## src/rtl/acq_macros.svh

```systemverilog
`ifndef ACQ_MACROS_SVH
`define ACQ_MACROS_SVH

//////////////////////////////////////////////////
// channel count and widths
//////////////////////////////////////////////////

`define ACQ_MNA 2   // acquisition channels
`define ACQ_DW  16  // adc word and sample width
`define ACQ_LW  16  // capture length counter width

//////////////////////////////////////////////////
// trigger source codes
//////////////////////////////////////////////////

`define TRG_SRC_W   2     // selector width

`define TRG_SRC_SW  2'd0  // software strobe
`define TRG_SRC_LVL 2'd1  // level crossing
`define TRG_SRC_EXT 2'd2  // external pin, edge found in hub
// neighbour is channel (i+1) mod ACQ_MNA
`define TRG_SRC_NBR 2'd3

`endif

```

## src/rtl/acq_ctl_pkg.sv

```systemverilog
`include "acq_macros.svh"

package acq_ctl_pkg;

  //////////////////////////////////////////////////
  // control and configuration types
  //////////////////////////////////////////////////

  // number of samples after the trigger sample
  typedef logic [`ACQ_LW-1:0] len_t;

  // trigger source select, codes TRG_SRC_*
  typedef logic [`TRG_SRC_W-1:0] trg_src_t;

  //////////////////////////////////////////////////
  // channel fsm
  //////////////////////////////////////////////////

  typedef enum logic [1:0] {
    IDLE  = 2'd0,  // stopped
    ARMED = 2'd1,  // waiting for trigger
    CAPT  = 2'd2   // streaming samples out
  } osc_state_t;

endpackage : acq_ctl_pkg

```

## src/rtl/acq_data_pkg.sv

```systemverilog
`include "acq_macros.svh"

package acq_data_pkg;

  //////////////////////////////////////////////////
  // sample path types
  //////////////////////////////////////////////////

  // raw word as it comes off the adc pins
  // negative slope offset binary
  typedef logic [`ACQ_DW-1:0] adc_raw_t;

  // converted sample, two's complement
  typedef logic signed [`ACQ_DW-1:0] smp_t;

endpackage : acq_data_pkg

```

## src/rtl/acq_top.sv

```systemverilog
`timescale 1ns/1ns
`include "acq_macros.svh"

module acq_top (
  input  logic                   adc_clk,
  input  logic                   top_rst,
  // adc and external pins
  input  acq_data_pkg::adc_raw_t adc_dat_i [`ACQ_MNA],
  input  logic                   ext_trg_i,
  input  logic [`ACQ_MNA-1:0]    irq_clr_i,
  // per channel control strobes
  input  logic [`ACQ_MNA-1:0]    ctl_str_i,
  input  logic [`ACQ_MNA-1:0]    ctl_stp_i,
  input  logic [`ACQ_MNA-1:0]    ctl_trg_i,
  // per channel configuration
  input  acq_data_pkg::smp_t     cfg_lvl_i [`ACQ_MNA],
  input  logic [`ACQ_MNA-1:0]    cfg_neg_i,
  input  acq_ctl_pkg::trg_src_t  cfg_src_i [`ACQ_MNA],
  input  acq_ctl_pkg::len_t      cfg_len_i [`ACQ_MNA],
  // captured streams
  output acq_data_pkg::smp_t     smp_dat_o [`ACQ_MNA],
  output logic [`ACQ_MNA-1:0]    smp_vld_o,
  output logic [`ACQ_MNA-1:0]    smp_lst_o,
  output logic [`ACQ_MNA-1:0]    trg_o,
  // interrupts
  output logic [`ACQ_MNA-1:0]    irq_o
);

  //////////////////////////////////////////////////
  // local signals
  //////////////////////////////////////////////////

  acq_data_pkg::smp_t  smp [`ACQ_MNA];  // converted samples
  logic [`ACQ_MNA-1:0] xtrg;            // hub to channels

  //////////////////////////////////////////////////
  // adc input stage
  //////////////////////////////////////////////////

  adc_front adc_front_i (
    .adc_clk   (adc_clk),
    .top_rst   (top_rst),
    .adc_dat_i (adc_dat_i),
    .smp_o     (smp)
  );

  //////////////////////////////////////////////////
  // oscilloscope channels
  //////////////////////////////////////////////////

  generate
    for (genvar i = 0; i < `ACQ_MNA; i++) begin : g_osc
      osc_chan osc_chan_i (
        .adc_clk   (adc_clk),
        .top_rst   (top_rst),
        .smp_i     (smp[i]),
        .ctl_str_i (ctl_str_i[i]),
        .ctl_stp_i (ctl_stp_i[i]),
        .ctl_trg_i (ctl_trg_i[i]),
        .cfg_lvl_i (cfg_lvl_i[i]),
        .cfg_neg_i (cfg_neg_i[i]),
        .cfg_src_i (cfg_src_i[i]),
        .cfg_len_i (cfg_len_i[i]),
        .xtrg_i    (xtrg[i]),
        .smp_dat_o (smp_dat_o[i]),
        .smp_vld_o (smp_vld_o[i]),
        .smp_lst_o (smp_lst_o[i]),  // also feeds the hub
        .trg_o     (trg_o[i])       // also feeds the hub
      );
    end : g_osc
  endgenerate

  //////////////////////////////////////////////////
  // event routing and interrupts
  //////////////////////////////////////////////////

  osc_event_hub osc_event_hub_i (
    .adc_clk   (adc_clk),
    .top_rst   (top_rst),
    .ext_trg_i (ext_trg_i),
    .cfg_src_i (cfg_src_i),  // hub needs to know who listens to what
    .trg_i     (trg_o),
    .lst_i     (smp_lst_o),
    .irq_clr_i (irq_clr_i),
    .xtrg_o    (xtrg),
    .irq_o     (irq_o)
  );

endmodule : acq_top

```

## src/rtl/adc_front.sv

```systemverilog
`timescale 1ns/1ns
`include "acq_macros.svh"

module adc_front (
  input  logic                   adc_clk,
  input  logic                   top_rst,
  input  acq_data_pkg::adc_raw_t adc_dat_i [`ACQ_MNA],  // raw adc words
  output acq_data_pkg::smp_t     smp_o     [`ACQ_MNA]   // converted samples
);

  //////////////////////////////////////////////////
  // input registers
  //////////////////////////////////////////////////

  acq_data_pkg::adc_raw_t adc_raw [`ACQ_MNA];  // first flop after the pins

  generate
    for (genvar i = 0; i < `ACQ_MNA; i++) begin : g_adc
      // one register stage per channel
      always_ff @(posedge adc_clk, posedge top_rst) begin
        if (top_rst) begin
          adc_raw[i] <= '0;
        end else begin
          adc_raw[i] <= adc_dat_i[i];
        end
      end

      // negative slope offset binary to two's complement
      // keep sign bit, flip the rest
      assign smp_o[i] = acq_data_pkg::smp_t'({adc_raw[i][`ACQ_DW-1],
                                              ~adc_raw[i][`ACQ_DW-2:0]});
    end : g_adc
  endgenerate

endmodule : adc_front

```

## src/rtl/osc_chan.sv

```systemverilog
`timescale 1ns/1ns
`include "acq_macros.svh"

module osc_chan (
  input  logic                  adc_clk,
  input  logic                  top_rst,
  // sample from adc_front
  input  acq_data_pkg::smp_t    smp_i,
  // control strobes
  input  logic                  ctl_str_i,  // start, arms the channel
  input  logic                  ctl_stp_i,  // stop, back to idle
  input  logic                  ctl_trg_i,  // software trigger
  // configuration, stable outside idle
  input  acq_data_pkg::smp_t    cfg_lvl_i,  // trigger level
  input  logic                  cfg_neg_i,  // 1 = falling crossing
  input  acq_ctl_pkg::trg_src_t cfg_src_i,  // trigger source
  input  acq_ctl_pkg::len_t     cfg_len_i,  // samples after trigger
  // routed trigger from hub
  input  logic                  xtrg_i,
  // captured stream
  output acq_data_pkg::smp_t    smp_dat_o,
  output logic                  smp_vld_o,
  output logic                  smp_lst_o,
  output logic                  trg_o       // trigger event
);

  //////////////////////////////////////////////////
  // local signals
  //////////////////////////////////////////////////

  acq_ctl_pkg::osc_state_t state;
  acq_ctl_pkg::osc_state_t state_nxt;

  acq_data_pkg::smp_t smp_prv;  // sample of previous cycle
  acq_ctl_pkg::len_t  cnt;      // samples still to come

  logic lvl_rise;
  logic lvl_fall;
  logic lvl_hit;
  logic trg_hit;   // selected source fires
  logic cnt_end;   // last sample in CAPT
  logic cap_fst;   // trigger sample taken
  logic cap_nxt;   // follow-up sample taken
  logic cap_lst;   // sample is the final one

  //////////////////////////////////////////////////
  // trigger detection
  //////////////////////////////////////////////////

  // signed compare, prev below and now at or above
  assign lvl_rise = (smp_prv <  cfg_lvl_i) && (smp_i >= cfg_lvl_i);
  assign lvl_fall = (smp_prv >= cfg_lvl_i) && (smp_i <  cfg_lvl_i);  // mirror
  assign lvl_hit  = cfg_neg_i ? lvl_fall : lvl_rise;

  always_comb begin
    case (cfg_src_i)
      `TRG_SRC_SW  : trg_hit = ctl_trg_i;
      `TRG_SRC_LVL : trg_hit = lvl_hit;
      `TRG_SRC_EXT,
      `TRG_SRC_NBR : trg_hit = xtrg_i;  // hub already picked the right one
      default      : trg_hit = 1'b0;
    endcase
  end

  //////////////////////////////////////////////////
  // fsm
  //////////////////////////////////////////////////

  assign cnt_end = (cnt == acq_ctl_pkg::len_t'(1));

  // stop has priority over any capture in the same cycle
  assign cap_fst = (state == acq_ctl_pkg::ARMED) && !ctl_stp_i && trg_hit;
  assign cap_nxt = (state == acq_ctl_pkg::CAPT)  && !ctl_stp_i;
  assign cap_lst = (cap_fst && (cfg_len_i == '0)) || (cap_nxt && cnt_end);

  always_comb begin
    state_nxt = state;
    case (state)
      acq_ctl_pkg::IDLE : begin
        if (ctl_str_i) state_nxt = acq_ctl_pkg::ARMED;
      end
      acq_ctl_pkg::ARMED : begin
        if (ctl_stp_i) begin
          state_nxt = acq_ctl_pkg::IDLE;
        end else if (trg_hit) begin
          // zero length means the trigger sample is the only one
          state_nxt = cap_lst ? acq_ctl_pkg::IDLE : acq_ctl_pkg::CAPT;
        end
      end
      acq_ctl_pkg::CAPT : begin
        if (ctl_stp_i || cnt_end) state_nxt = acq_ctl_pkg::IDLE;
      end
      default : state_nxt = acq_ctl_pkg::IDLE;  // illegal code recovery
    endcase
  end

  always_ff @(posedge adc_clk, posedge top_rst) begin
    if (top_rst) begin
      state     <= acq_ctl_pkg::IDLE;
      smp_vld_o <= 1'b0;
      smp_lst_o <= 1'b0;
      trg_o     <= 1'b0;
    end else begin
      state     <= state_nxt;
      smp_vld_o <= cap_fst || cap_nxt;
      smp_lst_o <= cap_lst;
      trg_o     <= cap_fst;  // lines up with first smp_vld_o
    end
  end

  //////////////////////////////////////////////////
  // sample path and counter
  //////////////////////////////////////////////////

  always_ff @(posedge adc_clk) begin
    smp_prv <= smp_i;  // edge detector history, every cycle
    if (cap_fst || cap_nxt) begin
      smp_dat_o <= smp_i;
    end
    if (cap_fst) begin
      cnt <= cfg_len_i;  // load at trigger
    end else if (cap_nxt) begin
      cnt <= cnt - 1'b1;
    end
  end

endmodule : osc_chan

```

## src/rtl/osc_event_hub.sv

```systemverilog
`timescale 1ns/1ns
`include "acq_macros.svh"

module osc_event_hub (
  input  logic                  adc_clk,
  input  logic                  top_rst,
  input  logic                  ext_trg_i,               // external trigger pin
  input  acq_ctl_pkg::trg_src_t cfg_src_i [`ACQ_MNA],    // per channel source
  input  logic  [`ACQ_MNA-1:0]  trg_i,                   // channel trigger events
  input  logic  [`ACQ_MNA-1:0]  lst_i,                   // channel last events
  input  logic  [`ACQ_MNA-1:0]  irq_clr_i,               // interrupt clear
  output logic  [`ACQ_MNA-1:0]  xtrg_o,                  // routed triggers
  output logic  [`ACQ_MNA-1:0]  irq_o                    // sticky interrupts
);

  //////////////////////////////////////////////////
  // external trigger edge
  //////////////////////////////////////////////////

  logic ext_dly;  // pin one cycle back
  logic ext_evn;  // registered rising edge

  always_ff @(posedge adc_clk, posedge top_rst) begin
    if (top_rst) begin
      ext_dly <= 1'b0;
      ext_evn <= 1'b0;
    end else begin
      ext_dly <= ext_trg_i;
      ext_evn <= ext_trg_i && !ext_dly;  // one cycle pulse
    end
  end

  //////////////////////////////////////////////////
  // trigger routing
  //////////////////////////////////////////////////

  always_comb begin
    for (int i = 0; i < `ACQ_MNA; i++) begin
      case (cfg_src_i[i])
        `TRG_SRC_EXT : xtrg_o[i] = ext_evn;
        `TRG_SRC_NBR : xtrg_o[i] = trg_i[(i+1) % `ACQ_MNA];  // wraps to channel 0
        default      : xtrg_o[i] = 1'b0;  // sw and level handled in channel
      endcase
    end
  end

  //////////////////////////////////////////////////
  // interrupts
  //////////////////////////////////////////////////

  // set on last event, clear by strobe, set wins
  always_ff @(posedge adc_clk, posedge top_rst) begin
    if (top_rst) begin
      irq_o <= '0;
    end else begin
      irq_o <= (irq_o & ~irq_clr_i) | lst_i;
    end
  end

endmodule : osc_event_hub

```

## config.mk

```make
export PLATFORM = sky130hd
export DESIGN_NAME = acq_top
export DESIGN_NICKNAME = d
export VERILOG_FILES = /design/src/rtl/acq_ctl_pkg.sv /design/src/rtl/acq_data_pkg.sv /design/src/rtl/acq_top.sv /design/src/rtl/adc_front.sv /design/src/rtl/osc_chan.sv /design/src/rtl/osc_event_hub.sv
export VERILOG_INCLUDE_DIRS = /design/src /design/src/rtl
export SDC_FILE = /design/constraint.sdc
export NUM_CORES = 1
export LEC_CHECK = 0
export ABC_AREA = 1
export BUFFER_PORTS_ARGS = -buffer_cell sky130_fd_sc_hd__buf_2
export CAP_MARGIN = 20
export CELL_PAD_IN_SITES_DETAIL_PLACEMENT = 1
export CELL_PAD_IN_SITES_GLOBAL_PLACEMENT = 2
export CORE_ASPECT_RATIO = 1.5
export CORE_MARGIN = 5
export CORE_UTILIZATION = 37
export CTS_BUF_LIST = sky130_fd_sc_hd__clkbuf_2 sky130_fd_sc_hd__clkbuf_4 sky130_fd_sc_hd__clkbuf_8
export DETAILED_ROUTE_END_ITERATION = 8
export PLACE_DENSITY = 0.95
export SKIP_CTS_REPAIR_TIMING = 1
export SLEW_MARGIN = 0
export SYNTH_ARGS = -nofsm -noshare
export SYNTH_HDL_FRONTEND = slang
export SYNTH_SLANG_ARGS = --single-unit
```

## constraint.sdc

```tcl
create_clock -name adc_clk -period 6.3 [get_ports adc_clk]
set_clock_uncertainty 0.1 [all_clocks]
set_input_delay 1.26 -clock adc_clk [delete_from_list [all_inputs] [get_ports adc_clk]]
set_output_delay 1.26 -clock adc_clk [all_outputs]
set_load 0.05 [all_outputs]
```

==> summary.md <==
## Status
- completed — outcome

## Setup path
- nand2_1 — Critical Path Most Common Cell
- nand2_1 — slowest cell on the critical path
- 4.06 ns — Arr. time, crit path
- register — crit path capture type
- 6.33 ns — Data required, critical path
- buf_2, inv_1, ha_1, a21oi_1, o21ai_1, a21oi_1, nand2_1, nand2_1, nand2_1, nor2_1, nand2_1, nand3_2, nand3_1, nand2_1, buf_4 — crit path cell chain
- 18 — crit path max fanout
- 0.66 ns — delay of the slowest critical-path stage
- simple AND/OR/NAND/NOR gates — largest delay contributor family on the critical path
- 3 — buffers and inverters on the worst path
- input pin — element type at the critical path start
- in2reg — start-to-end type of the worst setup path

## Clocking
- 0.08 ns — clock input transition at the sequential cells of the worst setup and hold paths
- clkbuf_8 — clock root cell
- 2 — buffers from clock root to sink, at most
- yes — TritonCTS clock tree
- 17 — CTS buffer count
- 4 — level count of the clock H-tree
- 142 — number of sinks handled by clock tree synthesis
- 0.45 ns — insertion delay of the later-clocked pin in the worst-skew pair

## Logic synthesis
- 36 — number of distinct standard cells referenced by the synthesized netlist
- 142 — number of synthesized register bits
- edfxtp_1, dfrtp_1, ha_1 — top cells by area, synth
- edfxtp_1 — commonest register cell after synthesis
- 903 — Synth Net Count
- 722 — count of mapped cells out of synthesis
- 52.8% — sequential element share of the synthesized area
- 0 — count of warnings emitted by yosys
- 64 — number of synthesized flops with an enable pin
- nand2_1 — leading cell type by number of instances after synthesis
- nand2_1, inv_1, ha_1 — top cell types by occurrence after synthesis
- 27.3% — share of the synthesized area in the top cell type
- edfxtp_1 — cell type contributing the most total cell area after synthesis
- 9.75 µm² — average size of a mapped cell
- 32.4% — asr flop ratio synth
- 0.00704 mm² — post-synthesis instance area

## Final layout
- 0 — diodes inserted
- 1065 — fin nets
- 24.6% — fraction of layout instances using a drive strength above 1
- 20.2% — layout overhead on the synthesized area
- 0.00846 mm² — cell area after layout
- 2261 — Layout fillers

## Power and ir drop
- 0.000177 V — worst-case vdd ir drop
- 4.16 nW — LEAKAGE
- 291 mW/mm² — cell area power density

## Global routing
- 4 — antenna violations before repair
- 4.80% — Global Route met3 Usage
- 47 — maximum number of pins on one net before global-route repair
- 5884 — vias in the first global route
- 16.9% — global routing usage on met1
- 16.6% — global routing usage summed across all routing layers
- 0 — global route total overflow
- 31.7% — fraction of met2 tracks used by global routing
- met2 — global route hottest layer
- 27.9 mm — wire length of the first global-routing pass

## Floorplanning
- 0.0219 mm² — Die Area
- 179 µm — floorplan die height
- 0.0186 mm² — Core Footprint
- 37.8% — Starting Density
- 61 — placement row count
- 123 µm — width of the chip
- 153 — number of top-level design ports

## Timing
- 0.248 GHz — Max Clock Freq
- 0.304 ns — final-layout worst hold slack
- 0 ns — setup total negative slack
- 0 — Final setup violation count
- 4.03 ns — final critical path time including I/O delays and setup
- 55.6% — max-slew headroom at the worst pin
- 0 — number of endpoints with negative hold slack in the final report
- 0 — Pins Over Slew Limit
- false — setup repair after global routing missed its margin
- 63.9% — period utilisation layout
- 0.666 ns — Tightest Pin Transition

## Drt
- 6 — Pre-antenna DRT Iters
- 15.2 µm — detail-routed net length per standard cell
- 17.4 mm — final WL
- 4.62 — Vias per Instance
- 148 — count of routing violations after the opening detailed-route iteration
- 0 — post-detailed-route count of antenna-violating nets
- 5306 — via count of the routed design
- 0 — detailed-route DRC error count

## Placement
- 0.816 — GPL Wtd Cong
- 0.00803 mm² — Post-DP Area
- 14.2 mm — half-perimeter wire length of the detailed placement result
- 152 — count of input and output buffers

## Run
- 0 — max cap viols

## Min path
- reg2reg — worst hold-check path type

stage by stage:
stage	utilization, %	power [W]	instances	setup slack, ns
floorplan	-	0.00155	722	2.44
global placement	43.1	0.00169	1117	1.79
detailed placement	43.1	0.00171	1117	1.73
CTS	45.4	0.00251	1149	2.23
global route	45.4	0.00261	1149	1.97
finish	45.4	0.00246	1149	2.27
where the power goes:
group          leakage [nW]  switching [W]  internal [W]
combinational          2.54       0.000369      0.000164
sequential             1.42      0.0000523       0.00110
clock                 0.213       0.000364      0.000420
cells by family after synthesis:
family	synth area share [%]
AOI/OAI and AO/OA	5.21
xor gates and xnor gates	3.11
adders and majority gates	12.1
DFF	52.8
buffers and inverters	7.98
and+or+nand+nor	18.9
layout make-up:
cell class                 count  area, µm²  share of cell area (%)
clock buffer                  20        269                    3.18
clock inverter                12        160                    1.89
inverter                     122        458                    5.41
multi-input combinational    446       2760                    32.7
sequential                   142       3710                    43.9
tap                          252        315                    3.73
timing repair buffer         155        783                    9.25
worst paths after layout:
path / from / to / slack [ns] / cells past startpoint
max in group asynchronous: top_rst / adc_front_i.adc_raw[17] / 4.77 / 3
setup reg to reg: adc_front_i.smp_o[15] / g_osc[1].osc_chan_i.smp_dat_o[3] / 2.81 / 12
hold reg to reg: osc_event_hub_i.ext_dly / osc_event_hub_i.ext_evn / 0.30 / 1
min in group asynchronous: top_rst / osc_event_hub_i.irq_o[1] / 0.88 / 3
setup / recovery: cfg_lvl_i[15] / g_osc[1].osc_chan_i.smp_dat_o[3] / 2.27 / 15
hold / removal: osc_event_hub_i.ext_dly / osc_event_hub_i.ext_evn / 0.30 / 1
layout by cell type, fill, tap and decap left out, drive strengths merged, types with 29 or more instances in the layout:
cell type  synthesis  routed
dfxtp             32      32
edfxtp            64      64
a21oi             29      29
o21ai             29      29
inv              122     124
dfrtp             46      46
buf               12     155
nand2            169     169
ha                68      68
nor2              52      52
sequential cells by signal, summed over array words and instances (netlist names):
name,cells
g_osc.osc_chan_i.trg_o,2
adc_front_i.smp_o,2
g_osc.osc_chan_i.cnt,32
g_osc.osc_chan_i.state,4
g_osc.osc_chan_i.smp_prv,32
osc_event_hub_i.irq_o,2
osc_event_hub_i.ext_dly,1
g_osc.osc_chan_i.smp_lst_o,2
g_osc.osc_chan_i.smp_vld_o,2
adc_front_i.adc_raw,30
g_osc.osc_chan_i.smp_dat_o,32
osc_event_hub_i.ext_evn,1
routing by layer:
| layer | share of wire, % | up-vias |
|---|---|---|
| li1 | - | 2662 |
| met1 | 37 | 2482 |
| met2 | 55 | 118 |
| met3 | 5.7 | 36 |
| met4 | 2.0 | 8 |
| met5 | 0.30 | - |
(Power assumes the default switching activity.)
